### src/design/rename_pkg.sv
package rename_pkg;

    localparam int ARCH_REGS = 32;
    localparam int PHYS_REGS = 64;

    typedef logic [$clog2(ARCH_REGS)-1:0] arch_reg_t;
    typedef logic [$clog2(PHYS_REGS)-1:0] phys_tag_t;

    // RV32I major opcodes handled by the renamer
    typedef enum logic [6:0] {
        OP     = 7'b0110011,
        OP_IMM = 7'b0010011,
        LOAD   = 7'b0000011,
        STORE  = 7'b0100011,
        BRANCH = 7'b1100011,
        JAL    = 7'b1101111,
        JALR   = 7'b1100111,
        LUI    = 7'b0110111,
        AUIPC  = 7'b0010111
    } opcode_t;

    // R/I/S/B field layout
    typedef struct packed {
        logic [6:0] funct7;
        arch_reg_t  rs2;
        arch_reg_t  rs1;
        logic [2:0] funct3;
        arch_reg_t  rd;
        opcode_t    opcode;
    } reg_view_t;

    // U/J field layout
    typedef struct packed {
        logic [19:0] imm;
        arch_reg_t   rd;
        opcode_t     opcode;
    } upper_view_t;

    typedef union packed {
        reg_view_t   r;
        upper_view_t u;
    } instr_word_u;

endpackage
### src/design/rename_if.sv
`timescale 1ns/1ps

// Dispatch side of the ROB
interface alloc_if #(
    parameter int ROB_DEPTH = 8
);
    import rename_pkg::*;

    logic                         alloc_valid;
    arch_reg_t                    arch_rd;
    phys_tag_t                    new_phys;
    phys_tag_t                    old_phys;
    logic                         has_rd;
    logic                         rob_full;
    logic [$clog2(ROB_DEPTH)-1:0] alloc_id;

    modport dispatch (
        output alloc_valid, arch_rd, new_phys, old_phys, has_rd,
        input  rob_full, alloc_id
    );

    modport rob (
        input  alloc_valid, arch_rd, new_phys, old_phys, has_rd,
        output rob_full, alloc_id
    );

endinterface

// Retire side of the ROB, no back-pressure
interface commit_if;
    import rename_pkg::*;

    logic      commit_valid;
    arch_reg_t arch_rd;
    phys_tag_t new_phys;
    phys_tag_t old_phys;
    logic      has_rd;

    modport rob (
        output commit_valid, arch_rd, new_phys, old_phys, has_rd
    );

    modport retire (
        input commit_valid, arch_rd, new_phys, old_phys, has_rd
    );

endinterface

### src/design/rename_top.sv
`timescale 1ns/1ps

module rename_top #(
    parameter int ROB_DEPTH = 8
) (
    input  logic                         clk,
    input  logic                         rst,
    input  logic                         inst_valid,
    input  logic [31:0]                  inst,
    input  logic                         complete_valid,
    input  logic [$clog2(ROB_DEPTH)-1:0] complete_rob_id,
    input  logic                         flush,
    output logic                         inst_ready,
    output rename_pkg::phys_tag_t        phys_rs1,
    output rename_pkg::phys_tag_t        phys_rs2,
    output rename_pkg::phys_tag_t        phys_rd,
    output logic [$clog2(ROB_DEPTH)-1:0] rob_id,
    output logic                         commit_valid,
    output rename_pkg::arch_reg_t        commit_arch_rd,
    output rename_pkg::phys_tag_t        commit_phys_rd,
    output rename_pkg::phys_tag_t        commit_old_phys,
    output logic                         commit_has_rd
);
    import rename_pkg::*;

    arch_reg_t src_rs1;
    arch_reg_t src_rs2;
    arch_reg_t dst_rd;
    phys_tag_t map_rs1;
    phys_tag_t map_rs2;
    phys_tag_t map_rd_old;
    phys_tag_t free_head;
    logic      free_empty;
    logic      rename_we;

    alloc_if #(.ROB_DEPTH(ROB_DEPTH)) alloc_bus ();
    commit_if commit_bus ();

    rename_dispatch #(.ROB_DEPTH(ROB_DEPTH)) i_rename_dispatch (
        .clk        (clk),
        .rst        (rst),
        .inst_valid (inst_valid),
        .inst       (inst),
        .flush      (flush),
        .free_empty (free_empty),
        .free_head  (free_head),
        .map_rs1    (map_rs1),
        .map_rs2    (map_rs2),
        .map_rd_old (map_rd_old),
        .inst_ready (inst_ready),
        .src_rs1    (src_rs1),
        .src_rs2    (src_rs2),
        .dst_rd     (dst_rd),
        .rename_we  (rename_we),
        .rob_id     (rob_id),
        .alloc      (alloc_bus.dispatch)
    );

    alias_tables i_alias_tables (
        .clk        (clk),
        .rst        (rst),
        .flush      (flush),
        .src_rs1    (src_rs1),
        .src_rs2    (src_rs2),
        .dst_rd     (dst_rd),
        .rename_we  (rename_we),
        .new_phys   (alloc_bus.new_phys),
        .map_rs1    (map_rs1),
        .map_rs2    (map_rs2),
        .map_rd_old (map_rd_old),
        .retire     (commit_bus.retire)
    );

    // Pops only for accepted instructions that write a register
    free_list i_free_list (
        .clk        (clk),
        .rst        (rst),
        .flush      (flush),
        .pop        (rename_we),
        .free_head  (free_head),
        .free_empty (free_empty),
        .retire     (commit_bus.retire)
    );

    reorder_buffer #(.ROB_DEPTH(ROB_DEPTH)) i_reorder_buffer (
        .clk             (clk),
        .rst             (rst),
        .flush           (flush),
        .complete_valid  (complete_valid),
        .complete_rob_id (complete_rob_id),
        .alloc           (alloc_bus.rob),
        .commit          (commit_bus.rob)
    );

    assign phys_rs1        = map_rs1;
    assign phys_rs2        = map_rs2;
    assign phys_rd         = alloc_bus.new_phys;
    assign commit_valid    = commit_bus.commit_valid;
    assign commit_arch_rd  = commit_bus.arch_rd;
    assign commit_phys_rd  = commit_bus.new_phys;
    assign commit_old_phys = commit_bus.old_phys;
    assign commit_has_rd   = commit_bus.has_rd;

endmodule

### src/design/reorder_buffer.sv
`timescale 1ns/1ps

module reorder_buffer #(
    parameter int ROB_DEPTH = 8
) (
    input  logic                         clk,
    input  logic                         rst,
    input  logic                         flush,
    input  logic                         complete_valid,
    input  logic [$clog2(ROB_DEPTH)-1:0] complete_rob_id,
    alloc_if.rob                         alloc,
    commit_if.rob                        commit
);
    import rename_pkg::*;

    localparam int ID_W = $clog2(ROB_DEPTH);

    // Entry payload
    arch_reg_t ent_arch_rd  [ROB_DEPTH];
    phys_tag_t ent_new_phys [ROB_DEPTH];
    phys_tag_t ent_old_phys [ROB_DEPTH];
    logic      ent_has_rd   [ROB_DEPTH];

    logic [ROB_DEPTH-1:0] ent_valid;
    logic [ROB_DEPTH-1:0] ent_done;
    logic [ID_W-1:0]      head;
    logic [ID_W-1:0]      tail;
    logic [ID_W:0]        count;
    logic                 do_commit;

    function automatic logic [ID_W-1:0] next_slot(input logic [ID_W-1:0] p);
        return (p == ID_W'(ROB_DEPTH - 1)) ? '0 : p + 1'b1;
    endfunction

    assign alloc.rob_full = (count == (ID_W + 1)'(ROB_DEPTH));
    assign alloc.alloc_id = tail;

    // Head retires once done, never in a flush cycle
    assign do_commit = ent_valid[head] && ent_done[head] && !flush;

    assign commit.commit_valid = do_commit;
    assign commit.arch_rd      = ent_arch_rd[head];
    assign commit.new_phys     = ent_new_phys[head];
    assign commit.old_phys     = ent_old_phys[head];
    assign commit.has_rd       = ent_has_rd[head];

    always_ff @(posedge clk) begin
        if (alloc.alloc_valid) begin
            ent_arch_rd[tail]  <= alloc.arch_rd;
            ent_new_phys[tail] <= alloc.new_phys;
            ent_old_phys[tail] <= alloc.old_phys;
            ent_has_rd[tail]   <= alloc.has_rd;
        end
    end

    always_ff @(posedge clk) begin
        if (rst || flush) begin
            ent_valid <= '0;
            ent_done  <= '0;
            head      <= '0;
            tail      <= '0;
            count     <= '0;
        end else begin
            // Completions for empty slots are dropped
            if (complete_valid && ent_valid[complete_rob_id]) begin
                ent_done[complete_rob_id] <= 1'b1;
            end
            if (do_commit) begin
                ent_valid[head] <= 1'b0;
                head            <= next_slot(head);
            end
            if (alloc.alloc_valid) begin
                ent_valid[tail] <= 1'b1;
                ent_done[tail]  <= 1'b0;
                tail            <= next_slot(tail);
            end
            count <= count + (ID_W + 1)'(alloc.alloc_valid) - (ID_W + 1)'(do_commit);
        end
    end

endmodule

### src/design/free_list.sv
`timescale 1ns/1ps

module free_list (
    input  logic                  clk,
    input  logic                  rst,
    input  logic                  flush,
    input  logic                  pop,
    output rename_pkg::phys_tag_t free_head,
    output logic                  free_empty,
    commit_if.retire              retire
);
    import rename_pkg::*;

    localparam int PTR_W = $clog2(PHYS_REGS);
    localparam int N_FREE = PHYS_REGS - ARCH_REGS;

    phys_tag_t        storage [PHYS_REGS];
    logic [PTR_W-1:0] head;
    logic [PTR_W-1:0] tail;
    // Head position as seen by committed instructions only
    logic [PTR_W-1:0] ret_head;
    logic             push;

    assign push = retire.commit_valid && retire.has_rd;

    // At most N_FREE tags are ever queued, so head == tail means empty
    assign free_empty = (head == tail);
    assign free_head  = storage[head];

    always_ff @(posedge clk) begin
        if (rst) begin
            for (int i = 0; i < PHYS_REGS; i++) begin
                if (i < N_FREE) begin
                    storage[i] <= phys_tag_t'(i + ARCH_REGS);
                end else begin
                    storage[i] <= '0;
                end
            end
            head     <= '0;
            tail     <= PTR_W'(N_FREE);
            ret_head <= '0;
        end else begin
            if (push) begin
                storage[tail] <= retire.old_phys;
                tail          <= tail + 1'b1;
                ret_head      <= ret_head + 1'b1;
            end
            // Rewind, popped tags are still in storage
            if (flush) begin
                head <= ret_head;
            end else if (pop) begin
                head <= head + 1'b1;
            end
        end
    end

endmodule

### src/design/alias_tables.sv
`timescale 1ns/1ps

module alias_tables (
    input  logic                  clk,
    input  logic                  rst,
    input  logic                  flush,
    input  rename_pkg::arch_reg_t src_rs1,
    input  rename_pkg::arch_reg_t src_rs2,
    input  rename_pkg::arch_reg_t dst_rd,
    input  logic                  rename_we,
    input  rename_pkg::phys_tag_t new_phys,
    output rename_pkg::phys_tag_t map_rs1,
    output rename_pkg::phys_tag_t map_rs2,
    output rename_pkg::phys_tag_t map_rd_old,
    commit_if.retire              retire
);
    import rename_pkg::*;

    // Speculative map, written at dispatch
    phys_tag_t spec_map [ARCH_REGS];
    // Retired map, written at commit
    phys_tag_t ret_map [ARCH_REGS];

    assign map_rs1    = spec_map[src_rs1];
    assign map_rs2    = spec_map[src_rs2];
    assign map_rd_old = spec_map[dst_rd];

    always_ff @(posedge clk) begin
        if (rst) begin
            // Identity mapping out of reset
            for (int i = 0; i < ARCH_REGS; i++) begin
                spec_map[i] <= phys_tag_t'(i);
                ret_map[i]  <= phys_tag_t'(i);
            end
        end else begin
            if (retire.commit_valid && retire.has_rd) begin
                ret_map[retire.arch_rd] <= retire.new_phys;
            end
            // Commit is held off during flush, so ret_map is stable here
            if (flush) begin
                spec_map <= ret_map;
            end else if (rename_we) begin
                spec_map[dst_rd] <= new_phys;
            end
        end
    end

endmodule

### src/design/rename_dispatch.sv
`timescale 1ns/1ps

module rename_dispatch #(
    parameter int ROB_DEPTH = 8
) (
    input  logic                         clk,
    input  logic                         rst,
    input  logic                         inst_valid,
    input  rename_pkg::instr_word_u      inst,
    input  logic                         flush,
    input  logic                         free_empty,
    input  rename_pkg::phys_tag_t        free_head,
    input  rename_pkg::phys_tag_t        map_rs1,
    input  rename_pkg::phys_tag_t        map_rs2,
    input  rename_pkg::phys_tag_t        map_rd_old,
    output logic                         inst_ready,
    output rename_pkg::arch_reg_t        src_rs1,
    output rename_pkg::arch_reg_t        src_rs2,
    output rename_pkg::arch_reg_t        dst_rd,
    output logic                         rename_we,
    output logic [$clog2(ROB_DEPTH)-1:0] rob_id,
    alloc_if.dispatch                    alloc
);
    import rename_pkg::*;

    logic      use_rs1;
    logic      use_rs2;
    logic      writes_rd;
    arch_reg_t rd_field;
    logic      has_rd;
    logic      accept;

    // Operand usage per major opcode
    always_comb begin
        use_rs1   = 1'b0;
        use_rs2   = 1'b0;
        writes_rd = 1'b0;
        case (inst.r.opcode)
            OP: begin
                use_rs1   = 1'b1;
                use_rs2   = 1'b1;
                writes_rd = 1'b1;
            end
            OP_IMM, LOAD, JALR: begin
                use_rs1   = 1'b1;
                writes_rd = 1'b1;
            end
            STORE, BRANCH: begin
                use_rs1 = 1'b1;
                use_rs2 = 1'b1;
            end
            JAL, LUI, AUIPC: begin
                writes_rd = 1'b1;
            end
            default: begin
                writes_rd = 1'b0;
            end
        endcase
    end

    // rd sits at the same bits in every format
    assign rd_field = inst.r.rd;

    // x0 is never renamed
    assign has_rd  = writes_rd && (rd_field != '0);
    assign src_rs1 = use_rs1 ? inst.r.rs1 : '0;
    assign src_rs2 = use_rs2 ? inst.r.rs2 : '0;
    assign dst_rd  = writes_rd ? rd_field : '0;

    // Stall on full ROB or empty free list, and during a flush
    assign inst_ready = !alloc.rob_full && !free_empty && !flush;
    assign accept     = inst_valid && inst_ready;
    assign rename_we  = accept && has_rd;
    assign rob_id     = alloc.alloc_id;

    assign alloc.alloc_valid = accept;
    assign alloc.arch_rd     = dst_rd;
    assign alloc.new_phys    = has_rd ? free_head : map_rd_old;
    assign alloc.old_phys    = map_rd_old;
    assign alloc.has_rd      = has_rd;

endmodule

### config.mk
export PLATFORM = sky130hd
export DESIGN_NAME = rename_top
export DESIGN_NICKNAME = d
export VERILOG_FILES = /design/src/design/rename_pkg.sv /design/src/design/rename_if.sv /design/src/design/rename_top.sv /design/src/design/reorder_buffer.sv /design/src/design/free_list.sv /design/src/design/alias_tables.sv /design/src/design/rename_dispatch.sv
export SDC_FILE = /design/constraint.sdc
export NUM_CORES = 2
export LEC_CHECK = 0
export ABC_AREA = 1
export ABC_CLOCK_PERIOD_IN_PS = 3800
export BUFFER_PORTS_ARGS = -buffer_cell sky130_fd_sc_hd__buf_2
export CORE_AREA = 2 2 281 283
export CTS_BUF_LIST = sky130_fd_sc_hd__clkbuf_4 sky130_fd_sc_hd__clkbuf_8
export CTS_CLUSTER_SIZE = 24
export DETAILED_ROUTE_END_ITERATION = 12
export DIE_AREA = 0 0 283 285
export PLACE_DENSITY_LB_ADDON = 0.15
export SLEW_MARGIN = 20
export SYNTH_ARGS = -nofsm -noshare
export SYNTH_HDL_FRONTEND = slang
export SYNTH_HIERARCHICAL = 1
export SYNTH_SLANG_ARGS = --single-unit
### constraint.sdc
create_clock -name clk -period 3.8 [get_ports clk]
set_input_delay 0.19 -clock clk [delete_from_list [all_inputs] [get_ports clk]]
set_output_delay 0.19 -clock clk [all_outputs]
set_load 0.02 [all_outputs]
==> metrics.md <==
| Metric | Value |
|---|---|
| Rows | `~100` |
| Hpwl dp | `around 96,000 um` |
| Post-synthesis async set-or-reset flop share | `0%` |
| IO Port Bufs | `70` |
| Setup total negative slack | `0 ns` |
| Unrepaired setup endpoints after global routing | `false` |
| Htree depth | `4` |
| Seq/Total Area, Yosys | `between 50% and 60%` |
| Final GP Congestion | `0.993` |
| Power per cell area | `between 400 and 500 nW/um^2` |
| Reg2Reg Depth | `12` |
| Yosys reg bits | `slightly below 1,000` |
| Clock Latency Late Sink | `0.84 ns` |
| Count of cell types in the netlist | `42` |
| Die width | `~280 um` |
| CP Launch Type | `flip-flop` |
| Initial core utilization | `60.2%` |
| R2r endpoint | `i_alias_tables/spec_map[101]` |
| WL/cell | `between 20 and 25 um` |
| Avg Cell Area, Syn | `~7.7 sq um` |
| Final hold vios | `0` |
| Initial antenna violation count | `3` |
| Vias per inst | `~6` |
| CTS tree | `built` |
| Max Freq | `~280 MHz` |
| Hold Crit Class | `primary input to flip-flop` |
| Outcome | `complete, no violations` |
| Max-Cap Viols | `0` |
| CTS max path bufs | `3` |
| Fin crit period | `3.59 ns` |
| Die area | `just over 80,000 sq um` |
| Core area | `between 70,000 and 80,000 sq um` |
| Inserted Clock Buffers | `157` |
| Warning count from the yosys run | `6` |
| Post-synth EDFFs | `about 530` |
| Hold endpoint | `i_reorder_buffer/ent_done[6]` |
| GRT Util Overall | `between 30% and 40%` |
| Rel. slew slack | `between 20% and 30%` |
| GRT overflow | `0` |
| Largest net degree at the start of global routing | `~130` |
| Final period utilization | `between 90% and 100%` |
| P_leak | `approximately 22 nW` |
| Most frequent cells in the layout | `2,237 x nand2_1, 738 x nand3_1, 599 x nor2_1, 528 x edfxtp_1, 433 x dfxtp_1` |
| Final Slew Violations | `0` |
| Worst reg2reg setup slack | `roughly 0.27 ns` |
| Power consumption | `0.0223 W` |
| Final WL | `around 150,000 um` |
| Routed vias | `43,200` |
| Synth Instances | `between 6,000 and 7,000` |
| Worst-path fanout max | `between 50 and 60` |
| Worst path arrival time | `around 3.4 ns` |
| Num ports | `~80` |
| CP required | `approximately 3.6 ns` |
| Clock skew | `between 0.05 and 0.06 ns` |
| Max IR drop VDD | `0.000277 V` |
| Worst R2R Start | `i_free_list/tail[1]` |
| Worst-path clk slew | `about 0.06 ns` |
| Setup violations, final | `0` |
| CTS sink count | `965` |
| DRC violations left | `0` |
| Nets | `slightly above 6,000` |
| 1st-iter DRT viols | `between 4,000 and 5,000` |
| Height of the die | `285 um` |
| Final antenna-violating net count | `0` |
| Post-layout util | `between 60% and 70%` |
| Worst Setup End Kind | `output port` |
| Slew @ Worst Pin | `between 1 and 1.5 ns` |
| Hold Path Stages | `4` |
| Pre-antenna DRT Iters | `9` |
| Vias in the first global route | `around 40,000` |
| Syn Nets | `6,130` |
| First-pass GRT wire length | `around 230,000 um` |
| Hold path startpoint | `complete_valid` |
| Area Growth Syn to Fin | `11.7%` |
| Mapped Area | `46,900 sq um` |
| Synth Flop Type | `edfxtp_1` |
| Commonest non-fill, non-tap cell in the layout | `nand2_1` |
| Share of cells above drive strength 1 | `between 10% and 20%` |
| WS Path Type | `flip-flop to output port` |
| CTS root buf | `clkbuf_8` |
## stage by stage
step	std cells	instance area, sq um	worst slack (ns)	hold slack [ns]
finish	7315	52400	0.212	0.265
global route	7315	52400	0.0546	0.267
CTS	7309	52300	0.0406	0.213
detailed placement	7002	48700	0.114	0.450
global placement	7002	48700	0.220	0.442
floorplan	6077	46900	0.563	0.366
## registers in the layout, summed over array words and instances (netlist names), named ones only
| name | count |
|---|---|
| i_reorder_buffer/ent_old_phys | 48 |
| i_reorder_buffer/ent_has_rd | 8 |
| i_free_list/ret_head | 6 |
| i_reorder_buffer/ent_arch_rd | 40 |
| i_reorder_buffer/count | 4 |
| i_reorder_buffer/ent_done | 8 |
| i_reorder_buffer/head | 3 |
| i_reorder_buffer/ent_valid | 8 |
| i_alias_tables/ret_map | 192 |
| i_free_list/head | 6 |
| i_reorder_buffer/alloc.alloc_id | 3 |
| i_free_list/tail | 6 |
| i_free_list/storage | 384 |
| i_alias_tables/spec_map | 192 |
| i_reorder_buffer/ent_new_phys | 48 |
## synth_stat cells, drive strengths merged (2+ instances only)
cell type,count,share of area (%)
buf,165,1.8
nor3,30,0.38
xor2,6,0.11
o22ai,27,0.36
nor2,642,5.4
o21ai,230,2.5
nor3b,2,0.032
inv,304,2.4
o211ai,155,2.5
ha,12,0.32
clkinv,11,0.088
a21oi,226,2.4
a21boi,7,0.11
nand3,738,7.9
dfxtp,437,19
edfxtp,528,34
a31oi,44,0.61
nand4,53,0.71
nor4,2,0.027
clkbuf,206,1.6
nand2,2247,18
## worst max-delay path by stage
stage / startpoint / endpoint / slack (ns) / cells after the start
after CTS: flip-flop / phys_rd[2] / 0.04 / 15
after global routing: i_free_list/tail[3] / i_reorder_buffer/ent_done[4] / 0.05 / 15
final: flip-flop / phys_rd[0] / 0.21 / 14
after detailed placement: inst[0] / i_alias_tables/spec_map[35] / 0.11 / 26
after floorplan: inst[0] / i_alias_tables/spec_map[144] / 0.56 / 26
after global placement: inst[0] / i_alias_tables/spec_map[35] / 0.22 / 26
## layout make-up
class	count	area [sq um]
tap	1050	1310
timing repair buffer	270	2310
multi-input combinational	4426	19600
antenna	1	2.50
sequential	965	24600
fill	6523	25600
clock inverter	51	508
clock buffer	237	2870
inverter	315	1210
## logic make-up after synthesis
family	synth area share, %
and+or+nand+nor	32.6
adders and majority gates	0.363
xor gates and xnor gates	0.112
AOI/OAI and AO/OA	8.50
DFF	52.5
buffers and inverters	6.01
## where the power goes
group          total [W]  internal, W  switching (W)
registers         0.0114       0.0112       0.000170
logic            0.00129     0.000337       0.000948
clock network    0.00963      0.00532        0.00431
## timing repair
item,CTS,global route
resized for setup,1,5
setup endpoints to repair,4,7
hold endpoints to repair,81,0
setup buffers,0,5
hold buffers,19,0
cloned,0,0
## routing by layer
| layer | up-vias | routed length [um] | global-route usage, % |
|---|---|---|---|
| met5 | - | 26 | 0 |
| met4 | 4 | 9020 | 20.7 |
| met3 | 508 | 13500 | 6.52 |
| met2 | 2286 | 68000 | 57.9 |
| met1 | 20100 | 57900 | 46.7 |
| li1 | 20300 | - | - |
## worst max-delay path, cell delays in order (launching register included)
cell	delay, ns
dfxtp_4	0.44
buf_4	0.15
buf_12	0.22
nand2_1	0.09
nand3_1	0.12
nand3_1	0.14
nand2_1	0.17
nand2_1	0.07
nand3_1	0.07
nand3_1	0.14
nand2_1	0.24
nand3_1	0.12
nand2_1	0.12
buf_4	0.21
buf_2	0.21
Power figures use the tool's default switching activity.
